<file path="config.mk">
export PLATFORM = sky130hd
export DESIGN_NAME = coherenceController
export DESIGN_NICKNAME = d
export VERILOG_FILES = /design/src/logic/moesiPkg.sv /design/src/logic/cachePkg.sv /design/src/logic/requestArbiter.sv /design/src/logic/stateLookup.sv /design/src/logic/MOESI.sv /design/src/logic/stateUpdate.sv /design/src/logic/coherenceController.sv
export SDC_FILE = /design/constraint.sdc
export NUM_CORES = 1
export LEC_CHECK = 0
export ABC_AREA = 1
export BUFFER_PORTS_ARGS = -buffer_cell sky130_fd_sc_hd__buf_2
export CORE_MARGIN = 4
export CORE_UTILIZATION = 35
export DETAILED_ROUTE_END_ITERATION = 12
export GPL_ROUTABILITY_DRIVEN = 0
export PLACE_DENSITY = 0.57
export SYNTH_ARGS = -nofsm -noshare
export SYNTH_HDL_FRONTEND = slang
export SYNTH_SLANG_ARGS = --single-unit
</file>
<file path="constraint.sdc">
create_clock -name clock -period 2.9 [get_ports clock]
set_input_delay 0.145 -clock clock [delete_from_list [all_inputs] [get_ports clock]]
set_output_delay 0.145 -clock clock [all_outputs]
set_load 0.005 [all_outputs]
</file>
<file path="src/logic/moesiPkg.sv">
package moesiPkg;

	// Line states of the MOESI protocol. INVALID is the state every line resets to.
	typedef enum logic [2:0] {
		MODIFIED,
		OWNED,
		EXCLUSIVE,
		SHARED,
		INVALID
	} lineState;

	// Commands seen on the snooped bus.
	typedef enum logic [1:0] {
		BUS_NONE,
		BUS_READ,
		BUS_INVALIDATE,
		BUS_READ_EXCLUSIVE
	} busCommand;

endpackage : moesiPkg

</file>
<file path="src/logic/cachePkg.sv">
package cachePkg;
	import moesiPkg::*;

	localparam int lineCount = 16;
	localparam int indexWidth = $clog2(lineCount);
	localparam int tagWidth = 8;

	typedef logic [indexWidth-1:0] cacheIndex;
	typedef logic [tagWidth-1:0] cacheTag;

	typedef enum logic {
		CPU_ACCESS,
		SNOOP
	} requestKind;

	// A processor access uses read and write, a snoop uses command.
	typedef struct packed {
		requestKind kind;
		cacheTag tag;
		cacheIndex index;
		logic read;
		logic write;
		busCommand command;
	} coherenceRequest;

	typedef struct packed {
		coherenceRequest request;
		logic hit;
		lineState stateOut;
		lineState writeBackState; // Resident line displaced by a processor miss.
	} lookupResult;

	typedef struct packed {
		lineState stateIn;
		logic writeBackRequired;
		logic invalidateRequired;
		logic readExclusiveRequired;
		logic request; // This cache supplies the data.
		logic sharedOut;
	} protocolResult;

	typedef struct packed {
		requestKind kind;
		cacheTag tag;
		cacheIndex index;
		lineState stateIn;
		logic writeBackRequired;
		logic invalidateRequired;
		logic readExclusiveRequired;
		logic request;
		logic sharedOut;
	} coherenceResponse;

	typedef struct packed {
		logic enable;
		cacheIndex index;
		cacheTag tag;
		lineState state;
	} stateWrite;

endpackage : cachePkg

</file>
<file path="src/logic/requestArbiter.sv">
`timescale 1ns/10ps

module requestArbiter
	import moesiPkg::*;
	import cachePkg::*;
(
	input logic clock,
	input logic reset,
	input logic cpuValid,
	output logic cpuReady,
	input coherenceRequest cpuRequest,
	input logic snoopValid,
	output logic snoopReady,
	input coherenceRequest snoopRequest,
	output logic arbitratedValid,
	input logic arbitratedReady,
	output coherenceRequest arbitrated
);

	logic loadEnable;

	assign loadEnable = !arbitratedValid || arbitratedReady; // Empty or handing its item on.
	assign snoopReady = loadEnable;
	assign cpuReady = loadEnable && !snoopValid; // Snoops always go first.

	always_ff @(posedge clock) begin
		if (reset) begin
			arbitratedValid <= 1'b0;
		end else if (loadEnable) begin
			arbitratedValid <= snoopValid || cpuValid;
		end
	end

	always_ff @(posedge clock) begin
		if (loadEnable) begin
			arbitrated <= snoopValid ? snoopRequest : cpuRequest;
		end
	end

	// A processor access is either a read or a write.
	cpuAccessKind : assert property (@(posedge clock) disable iff (reset)
		cpuValid |-> !(cpuRequest.read && cpuRequest.write));

	snoopCommand : assert property (@(posedge clock) disable iff (reset)
		snoopValid |-> snoopRequest.command != BUS_NONE);

endmodule : requestArbiter

</file>
<file path="src/logic/stateLookup.sv">
`timescale 1ns/10ps

module stateLookup
	import moesiPkg::*;
	import cachePkg::*;
(
	input logic clock,
	input logic reset,
	input logic arbitratedValid,
	output logic arbitratedReady,
	input coherenceRequest arbitrated,
	output logic lookupValid,
	input logic lookupReady,
	output lookupResult lookup,
	input stateWrite update
);

	cacheTag tagArray [lineCount];
	lineState stateArray [lineCount];

	logic captureForward;
	cacheTag captureTag;
	lineState captureState;

	// Classify a request against the line that is resident at its index.
	function automatic lookupResult evaluate(
		input coherenceRequest request,
		input cacheTag residentTag,
		input lineState residentState
	);
		lookupResult entry;
		entry.request = request;
		entry.hit = residentState != INVALID && residentTag == request.tag;
		entry.stateOut = entry.hit ? residentState : INVALID;
		entry.writeBackState = (request.kind == CPU_ACCESS && !entry.hit) ? residentState : INVALID;
		return entry;
	endfunction

	assign arbitratedReady = !lookupValid || lookupReady;

	// A write landing at this edge is seen by the item captured at the same edge.
	assign captureForward = update.enable && update.index == arbitrated.index;
	assign captureTag = captureForward ? update.tag : tagArray[arbitrated.index];
	assign captureState = captureForward ? update.state : stateArray[arbitrated.index];

	always_ff @(posedge clock) begin
		if (reset) begin
			for (int i = 0; i < lineCount; i++) begin
				stateArray[i] <= INVALID;
			end
		end else if (update.enable) begin
			stateArray[update.index] <= update.state;
		end
	end

	always_ff @(posedge clock) begin
		if (update.enable) begin
			tagArray[update.index] <= update.tag;
		end
	end

	always_ff @(posedge clock) begin
		if (reset) begin
			lookupValid <= 1'b0;
		end else if (arbitratedReady) begin
			lookupValid <= arbitratedValid;
		end
	end

	always_ff @(posedge clock) begin
		if (arbitratedReady && arbitratedValid) begin
			lookup <= evaluate(arbitrated, captureTag, captureState);
		end
	end

	// A line just invalidated by stage three must not hit for the item that follows it.
	invalidatedNoHit : assert property (@(posedge clock) disable iff (reset)
		(update.enable && update.state == INVALID && arbitratedValid && arbitratedReady
			&& arbitrated.index == update.index) |=> !lookup.hit);

endmodule : stateLookup

</file>
<file path="src/logic/MOESI.sv">
`timescale 1ns/10ps

module MOESI
	import moesiPkg::*;
	import cachePkg::*;
(
	input lookupResult lookup,
	input logic sharedIn,
	output protocolResult result
);

	protocolResult cpuResult;
	protocolResult snoopResult;

	// Processor side.
	always_comb begin
		cpuResult = '0;
		cpuResult.writeBackRequired = lookup.writeBackState == MODIFIED ||
			lookup.writeBackState == OWNED;
		cpuResult.invalidateRequired = lookup.request.write &&
			lookup.stateOut != MODIFIED && lookup.stateOut != EXCLUSIVE;
		cpuResult.readExclusiveRequired = lookup.request.write && lookup.stateOut == INVALID;

		cpuResult.stateIn = lookup.stateOut;
		case (lookup.stateOut)
			MODIFIED: begin
				cpuResult.stateIn = MODIFIED;
			end

			OWNED, EXCLUSIVE, SHARED: begin
				if (lookup.request.write) begin
					cpuResult.stateIn = MODIFIED;
				end
			end

			INVALID: begin
				if (lookup.request.read) begin
					if (sharedIn) begin
						cpuResult.stateIn = SHARED; // Another cache holds a copy.
					end else begin
						cpuResult.stateIn = EXCLUSIVE;
					end
				end else if (lookup.request.write) begin
					cpuResult.stateIn = MODIFIED;
				end
			end

			default: begin
				cpuResult.stateIn = INVALID;
			end
		endcase
	end

	// Snoop side.
	always_comb begin
		snoopResult = '0;
		snoopResult.request = lookup.stateOut == MODIFIED || lookup.stateOut == OWNED ||
			lookup.stateOut == EXCLUSIVE;
		snoopResult.sharedOut = lookup.stateOut != INVALID;

		snoopResult.stateIn = lookup.stateOut;
		case (lookup.request.command)
			BUS_READ: begin
				case (lookup.stateOut)
					MODIFIED: begin
						snoopResult.stateIn = OWNED; // Dirty data stays here, now shared.
					end

					EXCLUSIVE: begin
						snoopResult.stateIn = SHARED;
					end

					default: begin
						snoopResult.stateIn = lookup.stateOut;
					end
				endcase
			end

			BUS_INVALIDATE, BUS_READ_EXCLUSIVE: begin
				snoopResult.stateIn = INVALID;
			end

			default: begin
				snoopResult.stateIn = lookup.stateOut;
			end
		endcase
	end

	assign result = lookup.request.kind == SNOOP ? snoopResult : cpuResult;

endmodule : MOESI

</file>
<file path="src/logic/stateUpdate.sv">
`timescale 1ns/10ps

module stateUpdate
	import moesiPkg::*;
	import cachePkg::*;
(
	input logic clock,
	input logic reset,
	input logic lookupValid,
	output logic lookupReady,
	input lookupResult lookup,
	input protocolResult result,
	input logic sharedIn,
	output stateWrite update,
	output logic responseValid,
	input logic responseReady,
	output coherenceResponse response
);

	logic accept;

	assign lookupReady = !responseValid || responseReady;
	assign accept = lookupValid && lookupReady;

	// The array is written at the edge the item is taken. A snoop miss leaves it alone.
	always_comb begin
		update.enable = accept && (lookup.request.kind == CPU_ACCESS || lookup.hit);
		update.index = lookup.request.index;
		update.tag = lookup.request.tag;
		update.state = result.stateIn;
	end

	always_ff @(posedge clock) begin
		if (reset) begin
			responseValid <= 1'b0;
		end else if (lookupReady) begin
			responseValid <= lookupValid;
		end
	end

	always_ff @(posedge clock) begin
		if (accept) begin
			response.kind <= lookup.request.kind;
			response.tag <= lookup.request.tag;
			response.index <= lookup.request.index;
			response.stateIn <= result.stateIn;
			response.writeBackRequired <= result.writeBackRequired;
			response.invalidateRequired <= result.invalidateRequired;
			response.readExclusiveRequired <= result.readExclusiveRequired;
			response.request <= result.request;
			response.sharedOut <= result.sharedOut;
		end
	end

	// Processor requirements and snoop data supply never come from the same item.
	sideExclusive : assert property (@(posedge clock) disable iff (reset)
		responseValid |-> !((response.writeBackRequired || response.invalidateRequired ||
			response.readExclusiveRequired) && response.request));

	// A read fill follows the shared line as it stood at acceptance.
	readFillShared : assert property (@(posedge clock) disable iff (reset)
		(accept && lookup.request.kind == CPU_ACCESS && lookup.request.read &&
			lookup.stateOut == INVALID)
		|=> response.stateIn == ($past(sharedIn) ? SHARED : EXCLUSIVE));

endmodule : stateUpdate

</file>
<file path="src/logic/coherenceController.sv">
`timescale 1ns/10ps

module coherenceController
	import cachePkg::*;
(
	input logic clock,
	input logic reset,
	input logic cpuValid,
	output logic cpuReady,
	input coherenceRequest cpuRequest,
	input logic snoopValid,
	output logic snoopReady,
	input coherenceRequest snoopRequest,
	input logic sharedIn,
	output logic responseValid,
	input logic responseReady,
	output coherenceResponse response
);

	logic arbitratedValid;
	logic arbitratedReady;
	coherenceRequest arbitrated;
	logic lookupValid;
	logic lookupReady;
	lookupResult lookup;
	protocolResult result;
	stateWrite update;

	requestArbiter arbiter (
		.clock(clock),
		.reset(reset),
		.cpuValid(cpuValid),
		.cpuReady(cpuReady),
		.cpuRequest(cpuRequest),
		.snoopValid(snoopValid),
		.snoopReady(snoopReady),
		.snoopRequest(snoopRequest),
		.arbitratedValid(arbitratedValid),
		.arbitratedReady(arbitratedReady),
		.arbitrated(arbitrated)
	);

	stateLookup lookupStage (
		.clock(clock),
		.reset(reset),
		.arbitratedValid(arbitratedValid),
		.arbitratedReady(arbitratedReady),
		.arbitrated(arbitrated),
		.lookupValid(lookupValid),
		.lookupReady(lookupReady),
		.lookup(lookup),
		.update(update)
	);

	MOESI protocol (
		.lookup(lookup),
		.sharedIn(sharedIn),
		.result(result)
	);

	stateUpdate updateStage (
		.clock(clock),
		.reset(reset),
		.lookupValid(lookupValid),
		.lookupReady(lookupReady),
		.lookup(lookup),
		.result(result),
		.sharedIn(sharedIn),
		.update(update),
		.responseValid(responseValid),
		.responseReady(responseReady),
		.response(response)
	);

endmodule : coherenceController

</file>
# Yosys cells after proc, flatten, opt, wreduce, memory -nomap -nowiden
# Memory sizes are Yosys's and may differ from the RTL's. A register that Yosys moved wholly into a read port is not among the register bits.
# Cells that the tools add are included.
totals:
  reg_bits: 65
  elab_cells: 94
  input_bits: 40
  ram_bits: 176
  mem_count: 2
classes:
  n_reduce_logical: 29
  bitwise_logic: 2
  muxes: 21
  eq_ne: 13
memory_table:
  columns: ["name", "words", "word_bits", "read_ports", "rd_clocked_by_memory_dff", "write_ports", "line", "source"]
  rows:
  - ["lookupStage.tagArray", 16, 8, 1, 1, 1, "stateLookup.sv:18", "cacheTag tagArray [lineCount];"]
  - ["lookupStage.stateArray", 16, 3, 1, 1, 16, "stateLookup.sv:19", "lineState stateArray [lineCount];"]
ops:
  columns: ["cell", "n"]
  rows:
  - ["$mux 17", 1]
  - ["$mux 8", 2]
  - ["$mux 3", 4]
  - ["$mux 4", 3]
  - ["$pmux 3 s2", 2]
  - ["$logic_and 1x1->1", 10]
  - ["$pmux 3 s3", 1]
  - ["$eq 8x8->1", 1]
  - ["$logic_or 1x1->1", 8]
  - ["$mux 1", 8]
  - ["$eq 3x1->1 const B", 2]
  - ["$eq 3x2->1 const B", 2]
  - ["$logic_not 3->1", 2]
  - ["$ne 3x3->1 const B", 2]
  - ["$reduce_or 3->1", 2]
  - ["$logic_not 1->1", 5]
  - ["$eq 2x2->1 const B", 2]
  - ["$eq 4x4->1", 1]
  - ["$eq 3x3->1 const B", 1]
  - ["$ne 3x2->1 const B", 1]
  - ["$reduce_bool 3->1", 1]
  - ["$eq 2x1->1 const B", 1]
  - ["$not 1->1", 2]
  - ["$reduce_or 2->1", 1]

# Depth between registers and ports, before layout
# Gate-level depths: netlist (run 1).
depth:
  word_depth: 10
  mapped_depth: 17

# Cells and area by module
# From an unflattened synthesis (run 1), not the netlist that was laid out.
hier_totals:
  cells_unflattened: 1023
  area_unflattened_um2: 10695.3
modules_own_cells:
  columns: ["mod", "seq_area_each_um2", "instances", "area_each_um2", "cells_each"]
  rows:
  - ["stateLookup", 6025.8, 1, 8836.0, 861]
  - ["requestArbiter", 530.5, 1, 867.1, 78]
  - ["stateUpdate", 650.6, 1, 805.8, 46]
  - ["MOESI", 0.0, 1, 186.4, 38]

# Worst setup path after synthesis (run 1)
# No wires, ideal clock.
synth_timing:
  path_kind: "register to register"
  start: "register, netlist name lookupStage.lookup[23]"
  end: "memory lookupStage.stateArray[2][0] (netlist name) (enable)"
  path_stages_with_launch: 10
  t_arrival_ps: 1762
  setup_time_ps: 303
  setup_slack_ps: 835
  cell_sequence: "edfxtp_1 -> inv_2 -> nor2_2 -> nor2_4 -> inv_1 -> nor3_1 -> inv_1 -> nor2_1 -> nand2_1 -> nand2_1"
synth_rtl:
  columns: ["item", "line"]
  rows:
  - ["end: declaration", "stateLookup.sv:19"]

# Final worst setup path (run 1)
layout_timing:
  start: "register, netlist name lookupStage.lookup[23]"
  end: "register, netlist name lookupStage.lookup[1]"
layout_between:
  elab_chain_cells: 9
  word_cells_on_any_way: 12
layout_rtl:
  columns: ["item", "line", "source"]
  rows:
  - ["$not 1->1", "stateUpdate.sv:27", "update.enable = accept && (lookup.request.kind == CPU_ACCESS || lookup.hit);"]
  - ["$logic_or 1x1->1", "stateUpdate.sv:27", null]
  - ["$logic_and 1x1->1", "stateUpdate.sv:27", null]
  - ["$logic_and 1x1->1", "stateLookup.sv:42", "assign captureForward = update.enable && update.index == arbitrated.index;"]
  - ["$mux 8 or $mux 3 (tied branches)", "stateLookup.sv:43, stateLookup.sv:44", null]
  - ["$eq 8x8->1 or $ne 3x3->1 (tied branches)", "stateLookup.sv:33", "entry.hit = residentState != INVALID && residentTag == request.tag;"]
  - ["$logic_and 1x1->1", "stateLookup.sv:33", null]
  - ["$logic_not 1->1", "stateLookup.sv:35", "entry.writeBackState = (request.kind == CPU_ACCESS && !entry.hit) ? residentState : INVALID;"]
  - ["$logic_and 1x1->1", "stateLookup.sv:35", null]
# Parallel ways exist; a longest one is shown, timed or not.
# A chain may end at the register's enable or synchronous reset.

==> results of run 1 <==
==> kinds of logic (layout without fill, tap and decap cells) <==
family / after synthesis / in the layout / synth area share, %
DFF: 244 / 244 / 68.6
and+or+nand+nor: 546 / 546 / 21.2
xor gates and xnor gates: 4 / 4 / 0.331
buffers and inverters: 123 / 260 / 5.58
AOI/OAI and AO/OA: 79 / 79 / 4.25
==> registers in the layout (all words and copies together), names as in the netlist, named ones only <==
register / flops
lookupStage.lookupValid: 1
lookupStage.tagArray: 128
arbiter.arbitrated: 17
updateStage.responseValid: 1
lookupStage.lookup: 23
updateStage.response: 21
arbiter.arbitratedValid: 1
lookupStage.stateArray: 48
==> routing by layer <==
metal | wire [um] | GRT usage (%) | vias to the layer above
met1 | 11300 | 20.7 | 3559
met2 | 12400 | 25.8 | 166
met5 | 0 | 0 | -
met3 | 1170 | 2.18 | 46
li1 | - | - | 3604
met4 | 718 | 4.50 | 0
==> layout by cell type (no fill, tap or decap), types with 6 or more instances in the layout <==
cell,netlist,layout
nand2_1,292,292
edfxtp_1,237,237
dlygate4sd3_1,0,40
nand3_1,112,112
inv_1,70,70
o21ai_1,22,22
clkbuf_16,0,26
clkinv_2,0,6
buf_2,10,63
o22ai_1,7,7
o21ai_0,28,28
o211ai_1,7,7
buf_4,3,29
nor2_1,126,126
clkbuf_8,0,8
==> layout make-up <==
type | instances | share of cell area (%)
Inverter | 76 | 2.25
Clock inverter | 9 | 0.840
Sequential cell | 244 | 57.3
Clock buffer | 39 | 6.16
Multi-Input combinational cell | 629 | 21.5
Tap cell | 390 | 3.85
Timing Repair Buffer | 136 | 8.01
==> tightest hold or removal path: stages <==
cell     delay [ns]
buf_2          0.09
nand2_1        0.08
a31oi_1        0.16
==> stage by stage <==
stage	instance area (um2)	setup slack (ns)
3_5_place_dp	11400	0.346
2_1_floorplan	10600	0.835
3_3_place_gp	11400	0.375
6_report	12700	0.309
5_1_grt	12700	0.142
4_1_cts	12700	0.346
==> path summary, 6_finish.rpt <==
kind / start / to / slack (ns)
hold reg to reg: arbiter.arbitrated[2] / lookupStage.lookup[9] / 0.42
setup / recovery: lookupStage.lookup[23] / lookupStage.lookup[1] / 0.31
hold / removal: snoopRequest[4] / register / 0.0005
setup reg to reg: lookupStage.lookup[23] / lookupStage.lookup[1] / 0.31
==> power breakdown <==
| group | leakage (nW) | total (mW) | switching, mW | internal [mW] |
|---|---|---|---|---|
| logic | 2.27 | 0.670 | 0.423 | 0.247 |
| clock network | 0.442 | 3.38 | 1.35 | 2.03 |
| registers | 2.25 | 4.07 | 0.0928 | 3.97 |
==> what timing repair did <==
item                                   in CTS  in global routing
hold buffers                               40                  0
endpoints found under the hold margin      24                  0
setup buffers                               0                  0
resized for setup                           0                  0
==> flow_summary.json, run 1 <==
{
  "multiInputGateArea_mm2": 0.00273,
  "cp-end-kind": "register",
  "antenna_cells": 0,
  "drv_cap": 0,
  "finalHoldViolations": 0,
  "finClkSkew_ns": 0.0223,
  "worstPathMaxFanout": 27,
  "synth_area_leaders": "edfxtp_1 67%, nand2_1 10%, nand3_1 5.3%, nor2_1 4.5%, inv_1 2.5%",
  "cts_buffer_depth": 3,
  "ys_top_cells_by_count": "292 x nand2_1, 237 x edfxtp_1, 126 x nor2_1",
  "grt_max_degree": 47,
  "numCtsBuffers": 26,
  "via_count": 7375,
  "synth_area_leader_cell": "edfxtp_1",
  "synth-edff-count": 237,
  "tns_ns": 0,
  "p_leak_nw": 4.97,
  "core_region_area_mm2": 0.0297,
  "syn-num-nets": 1036,
  "ios": 64,
  "cts_sinks": 244,
  "rsz0062_at_grt": "no",
  "post-route-period-util_pct": 89.4,
  "nFillCells": 2790,
  "ys_warn_count": 0,
  "power_per_cell_area_mw_per_mm2": 641,
  "power.total_mw": 8.11,
  "gr-total-overflow": 0,
  "crit_arrival_ns": 2.87,
  "min_period_ns": 2.59,
  "worst-path-buf-inv": 4,
  "hold_slack_ns": 0.000518,
  "critPathTopFamily": "simple AND/OR/NAND/NOR gates",
  "register_area_mm2": 0.00726,
  "hpwl_mm": 16.5,
  "rows": 63,
  "drive_gt1_share_pct": 13.5,
  "synth.most_common_cell": "nand2_1",
  "grt_pass1_wl_mm": 40.7,
  "clk_latency_ns": 0.53,
  "syn_avg_cell_area_um2": 10.6,
  "slew_viol_final": 0,
  "antenna_found_initial": 0,
  "io_buffers": 63,
  "crit_chain": "inv_2 > nor2_2 > nor2_4 > nand3_4 > inv_1 > nand2_1 > nand3_1 > nand2_1 > inv_1 > nand2_1 > nor2_2 > nand2_2 > nand3_1 > inv_1",
  "totalWireLength_mm": 25.6,
  "synthCells": 996,
  "status": "complete, no violations",
  "crit_slowest_cell": "edfxtp_1",
  "tightest_slew_ns": 1.01,
  "synth-seq-cells": 244,
  "syn_area_mm2": 0.0106,
  "yosysSeqAreaShare_pct": 68.6,
  "slew_headroom_pct": 32.7,
  "fin_cells": 1523,
  "grt_pass1_vias": 7399,
  "tritoncts": "built",
  "fmax_mhz": 386,
  "area_growth_syn_to_layout_pct": 19.7,
  "initial_utilization_pct": 35.6,
  "synth_top_area_share_pct": 67.3,
  "required_ns": 3.18,
  "ant_nets": 0,
  "track_usage_pct": 15.3,
  "firstDrtPassIters": 5,
  "cpPeakStageDelay_ns": 0.52,
  "htreeDepth": 1,
  "fin_util_pct": 42.6,
  "async_reset_ff_share_pct": 0,
  "peakVddDrop_mv": 0.477,
  "dieWidth_um": 182,
  "ys.flop_type": "edfxtp_1",
  "die_area_mm2": 0.0331,
  "clockRootBuffer": "clkbuf_16",
  "r2r_cells": 14,
  "synth_cell_types": 33,
  "drc": 0,
  "min_path_type": "in -> reg",
  "path_class": "reg -> reg",
  "hold_path_depth": 3,
  "place_inst": 1435,
  "wire_per_inst_um": 16.8,
  "viasPerCell": 4.84,
  "clk_pin_slew_ns": 0.06,
  "die_y_um": 182,
  "drt-initial-drc-count": 547,
  "cp.depth": 14,
  "worst_setup_path_start_kind": "register",
  "fin_nets": 1153,
  "finalSetupViolCount": 0
}
No activity file was read; power rests on OpenSTA's default activity.
==> run 2: changes to the inputs <==
--- a/config.mk
+++ b/config.mk
@@ -11,7 +11,7 @@
 export CORE_UTILIZATION = 35
 export DETAILED_ROUTE_END_ITERATION = 12
 export GPL_ROUTABILITY_DRIVEN = 0
-export PLACE_DENSITY = 0.57
+export PLACE_DENSITY = 0.51
 export SYNTH_ARGS = -nofsm -noshare
 export SYNTH_HDL_FRONTEND = slang
 export SYNTH_SLANG_ARGS = --single-unit
==> run 2 against run 1 <==
Net effect:
- power decreased by 1.8%
- clock-buffer cell count increased by 2
- worst setup slack improved by 0.20 ns
- hold slack improved by 0.044 ns
- combinational power increased by 4.8%
- clock power decreased by 4%
- register-to-register slack improved by 0.20 ns
- sequential cell count unchanged
- sequential power about the same
- via count decreased by 0.31%
==> flow_summary.json, run 2 (synthesis results as in run 1) <==
{
  "clkPwrFrac_pct": 40.5,
  "drt-initial-drc-count": 462,
  "core_region_area_mm2": 0.0297,
  "antenna_cells": 0,
  "clk_pin_slew_ns": 0.06,
  "ctsHoldBuffers": 41,
  "register_area_mm2": 0.00726,
  "min_period_ns": 2.39,
  "numCtsBuffers": 27,
  "fin_nets": 1160,
  "dieWidth_um": 182,
  "place_inst": 1440,
  "grt_pass1_vias": 7290,
  "rsz0062_at_grt": "no",
  "path_class": "reg -> reg",
  "multiInputGateArea_mm2": 0.00273,
  "final_common_cell": "nand2_1",
  "min_path_type": "in -> reg",
  "hpwl_mm": 17.2,
  "die_area_mm2": 0.0331,
  "grt_max_degree": 54,
  "post_cts_buffers": 0,
  "nFillCells": 2805,
  "die_y_um": 182,
  "worstPathMaxFanout": 27,
  "htreeDepth": 1,
  "clockRootBuffer": "clkbuf_16",
  "ant_nets": 0,
  "finClkSkew_ns": 0.0258,
  "tns_ns": 0,
  "firstDrtPassIters": 5,
  "gr-total-overflow": 0,
  "status": "complete, no violations",
  "peakVddDrop_mv": 0.499,
  "tritoncts": "built",
  "p_int_mw": 6.09,
  "clk_latency_ns": 0.55,
  "totalWireLength_mm": 26.3,
  "largest_register": "lookupStage.tagArray",
  "grt_pass1_wl_mm": 41.1,
  "ios": 64,
  "viasPerCell": 4.81,
  "comb_power_share_pct": 8.8,
  "cts_sinks": 244,
  "seq_power_share_pct": 50.7,
  "required_ns": 3.19,
  "power_per_cell_area_mw_per_mm2": 631,
  "drc": 0,
  "worst_setup_path_start_kind": "register",
  "cts_buffer_depth": 3,
  "cts-resized-gates": 0,
  "wire_per_inst_um": 17.2,
  "drive_gt1_share_pct": 13.1,
  "finalSetupViolCount": 0,
  "antenna_found_initial": 0,
  "final_cell_mix": "292 x nand2_1, 237 x edfxtp_1, 126 x nor2_1",
  "fmax_mhz": 418,
  "drv_cap": 0,
  "sw_frac_of_total_pct": 23.6,
  "track_usage_pct": 15.7,
  "fin_cells": 1530,
  "slew_viol_final": 0,
  "crit_arrival_ns": 2.68,
  "finalHoldViolations": 0,
  "cp-end-kind": "register",
  "p_leak_nw": 4.95,
  "initial_utilization_pct": 35.6,
  "slew_headroom_pct": 51.7,
  "reg_top3": "lookupStage.tagArray (128), lookupStage.stateArray (48), lookupStage.lookup (23)",
  "rows": 63,
  "tightest_slew_ns": 0.725,
  "io_buffers": 63,
  "largest_reg_flops": 128,
  "area_growth_syn_to_layout_pct": 19.5,
  "via_count": 7352,
  "post-route-period-util_pct": 82.4,
  "power.switching_mw": 1.88
}
-- run 2: power by group through the flow --
stage	sequential (mW)	clock, mW	combinational [mW]
2_1_floorplan	4.09	0	0.441
3_3_place_gp	4.12	0	0.660
3_5_place_dp	4.12	0	0.663
4_1_cts	4.04	3.31	0.715
5_1_grt	4.05	3.47	0.792
6_report	4.04	3.23	0.702
-- run 2: worst max-delay path, cell delays in order, from the launching register on --
cell and delay (ns):
edfxtp_1 0.49, inv_2 0.17, nor2_2 0.06, nor2_4 0.17, nand3_4 0.27, inv_1 0.31, nand2_1 0.08, nand3_1 0.10
nand2_1 0.05, inv_1 0.04, nand2_1 0.05, nor2_2 0.12, nand2_2 0.11, nand3_1 0.08, inv_1 0.04
-- run 2: cell type report --
type | instances | share of cell area (%)
clock inverter | 8 | 0.604
clock buffer | 41 | 5.92
sequential | 244 | 57.5
tap | 390 | 3.86
inverter | 76 | 2.26
timing repair buffer | 142 | 8.30
multi-input combinational | 629 | 21.6
-- run 2: path summary, 6_finish.rpt --
check	startpoint	end	slack, ns	cells after the start
worst min-delay path	snoopRequest[4]	register	0.04	3
worst min register to register	arbiter.arbitrated[2]	lookupStage.lookup[9]	0.42	0
worst max register to register	lookupStage.lookup[23]	lookupStage.lookup[1]	0.51	14
worst max-delay path	lookupStage.lookup[23]	lookupStage.lookup[1]	0.51	14
-- run 2: through the flow --
stage	utilization, %	power (mW)	setup slack (ns)	hold slack (ns)	instance area, um2
3_3_place_gp	38.4	4.78	0.526	0.361	11400
2_1_floorplan	-	4.54	0.835	0.214	10600
4_1_cts	42.5	8.07	0.515	0.0447	12600
5_1_grt	42.5	8.31	0.269	0.0443	12600
3_5_place_dp	38.4	4.78	0.514	0.365	11400
6_report	42.5	7.97	0.510	0.0448	12600
-- run 2: layer usage --
layer	GRT usage (%)	vias to the layer above	part of all wire, %
li1	-	3606	-
met1	20.9	3535	44
met2	27.2	162	49
met3	1.96	49	4.2
met4	4.59	0	2.9
met5	0	-	0
==> run 3: changes to the inputs <==
--- a/config.mk
+++ b/config.mk
@@ -11,7 +11,7 @@
 export CORE_UTILIZATION = 35
 export DETAILED_ROUTE_END_ITERATION = 12
 export GPL_ROUTABILITY_DRIVEN = 0
-export PLACE_DENSITY = 0.51
+export PLACE_DENSITY = 0.53
 export SYNTH_ARGS = -nofsm -noshare
 export SYNTH_HDL_FRONTEND = slang
 export SYNTH_SLANG_ARGS = --single-unit
==> constraint.sdc (replaced) <==
create_clock -name clock -period 2.1 [get_ports clock]
set_input_delay 0.105 -clock clock [delete_from_list [all_inputs] [get_ports clock]]
set_output_delay 0.105 -clock clock [all_outputs]
set_load 0.005 [all_outputs]
==> run 3 against run 2 <==
Net effect:
- the run now ends with setup timing left
- hold slack improved by 0.011 ns
- critical path type unchanged
- non-clock buffer count rose by 41
- worst setup slack got worse by 0.52 ns
- sequential cell count did not move
- core utilization rose by 2.7 points
- largest cell class unchanged
- clock skew fell by 0.010 ns
- routed wire length rose by 0.89%
==> flow_summary.json, run 3 (synthesis results as in run 1) <==
{
  "cp-end-kind": "register",
  "r2r_start": "arbiter.arbitrated[7]",
  "totalWireLength_mm": 26.5,
  "antenna_cells": 0,
  "drc": 0,
  "fin_nets": 1202,
  "r2r_cells": 13,
  "io_buffers": 63,
  "drv_cap": 0,
  "hold_path_depth": 5,
  "required_ns": 2.39,
  "initial_utilization_pct": 35.6,
  "dieWidth_um": 182,
  "firstDrtPassIters": 5,
  "die_area_mm2": 0.0331,
  "drt-initial-drc-count": 614,
  "tightest_slew_ns": 0.536,
  "slew_viol_final": 0,
  "finalHoldViolations": 0,
  "finClkSkew_ns": 0.0156,
  "peakVddDrop_mv": 0.554,
  "worstPathMaxFanout": 7,
  "reg_top3": "lookupStage.tagArray (128), lookupStage.stateArray (48), lookupStage.lookup (23)",
  "worst_setup_path_start_kind": "register",
  "fin_util_pct": 45.2,
  "violations": "setup timing",
  "finalSetupViolCount": 2,
  "rsz0062_at_grt": "yes",
  "nFillCells": 2793,
  "status": "finished with violations",
  "rows": 63,
  "cts_sinks": 244,
  "area_growth_syn_to_layout_pct": 27.1,
  "fmax_mhz": 473,
  "cts_buffer_depth": 3,
  "grt_pass1_vias": 7331,
  "path_class": "reg -> reg",
  "wire_per_inst_um": 16.9,
  "final_cell_mix": "289 x nand2_1, 237 x edfxtp_1, 118 x nor2_1",
  "p_int_mw": 9.21,
  "power.switching_mw": 2.69,
  "grt_pass1_wl_mm": 40.5,
  "viasPerCell": 4.82,
  "power.total_mw": 11.9,
  "drive_gt1_share_pct": 18.7,
  "min_period_ns": 2.11,
  "track_usage_pct": 15.3,
  "crit_arrival_ns": 2.40,
  "tritoncts": "built",
  "sw_frac_of_total_pct": 22.6,
  "p_leak_nw": 5.34,
  "hold_end": "updateStage.response[5]",
  "clk_latency_ns": 0.54,
  "r2r_end": "lookupStage.lookup[1]",
  "antenna_found_initial": 0,
  "final_common_cell": "nand2_1",
  "numCtsBuffers": 27,
  "seq_power_share_pct": 46.6,
  "ff2ff_setup_slack_ns": -0.01,
  "ios": 64,
  "htreeDepth": 1,
  "hold_path_startpoint": "sharedIn",
  "clkPwrFrac_pct": 43.2,
  "largest_register": "lookupStage.tagArray",
  "power_per_cell_area_mw_per_mm2": 885,
  "post-route-period-util_pct": 101,
  "min_path_type": "in -> reg",
  "slew_headroom_pct": 64.0,
  "hold_slack_ns": 0.0557,
  "gr-total-overflow": 0,
  "die_y_um": 182,
  "largest_reg_flops": 128,
  "ant_nets": 0,
  "clk_pin_slew_ns": 0.06,
  "hpwl_mm": 17.4,
  "comb_power_share_pct": 10.2,
  "grt_max_degree": 57,
  "multiInputGateArea_mm2": 0.00285,
  "setup_ws_ns": -0.0130,
  "core_region_area_mm2": 0.0297,
  "via_count": 7585,
  "register_area_mm2": 0.00726,
  "clockRootBuffer": "clkbuf_16"
}
[run 3: timing repair]
action / CTS / global route
resized for setup: 3 / 38
setup endpoints to repair: 5 / 10
endpoints found under the hold margin: 25 / 0
pin swaps: 1 / 9
cloned: 0 / 5
hold buffers: 42 / 0
setup buffers: 3 / 7
[run 3: power by group through the flow]
stage | sequential (mW) | combinational (mW) | clock [mW]
2_1_floorplan | 5.65 | 0.609 | 0
3_3_place_gp | 5.65 | 1.02 | 0
3_5_place_dp | 5.65 | 1.02 | 0
4_1_cts | 5.55 | 1.10 | 5.24
5_1_grt | 5.56 | 1.33 | 5.44
6_report | 5.55 | 1.21 | 5.14
[run 3: how the worst max path moves through the flow]
stage,startpoint,depth (start not counted),endpoint
final,arbiter.arbitrated[7],13,lookupStage.lookup[1]
after global routing,register,16,lookupStage.lookup[1]
after CTS,register,15,lookupStage.lookup[1]
after detailed placement,lookupStage.lookup[11],12,lookupStage.lookup[2]
after global placement,lookupStage.lookup[11],12,lookupStage.lookup[1]
after floorplan,lookupStage.lookup[23],9,lookupStage.stateArray[2][0]
[run 3: cell type report]
cell class              count  share of cell area, %
well taps                 390                   3.63
inverters                  76                   2.18
clock inverters            12                   1.62
multi-input cells         630                   21.2
repair buffers            183                   11.7
flip-flops and latches    244                   54.0
clock buffers              38                   5.63
[run 3: layer usage]
metal  GRT usage, %  vias to the layer above  part of all wire (%)
li1               -                     3705                     -
met1           21.6                     3652                    46
met3           2.02                       42                   4.9
met4           4.62                        0                   2.6
met2           24.8                      186                    46
met5              0                        -                     0
[run 3: worst max-delay path, cell delays in order (launching register included)]
cell and delay (ns):
edfxtp_1 0.42, xor2_1 0.20, nor2_2 0.20, buf_6 0.14
nand3_4 0.10, or2_1 0.25, nand2_1 0.07, nand2_1 0.04
nand2_1 0.05, nand2_1 0.07, nor2_4 0.13, nand2_4 0.09
nand3_2 0.08, inv_2 0.03
[run 3: metrics by stage]
stage | cells | TNS (ns) | setup WS [ns] | instance area (um2)
2_1_floorplan | 996 | 0 | 0.0355 | 10600
3_3_place_gp | 1466 | -0.238 | -0.0807 | 11700
3_5_place_dp | 1466 | -0.430 | -0.121 | 11700
4_1_cts | 1561 | 0 | 0.00170 | 13100
5_1_grt | 1573 | -0.584 | -0.127 | 13400
6_report | 1573 | -0.0180 | -0.0130 | 13400
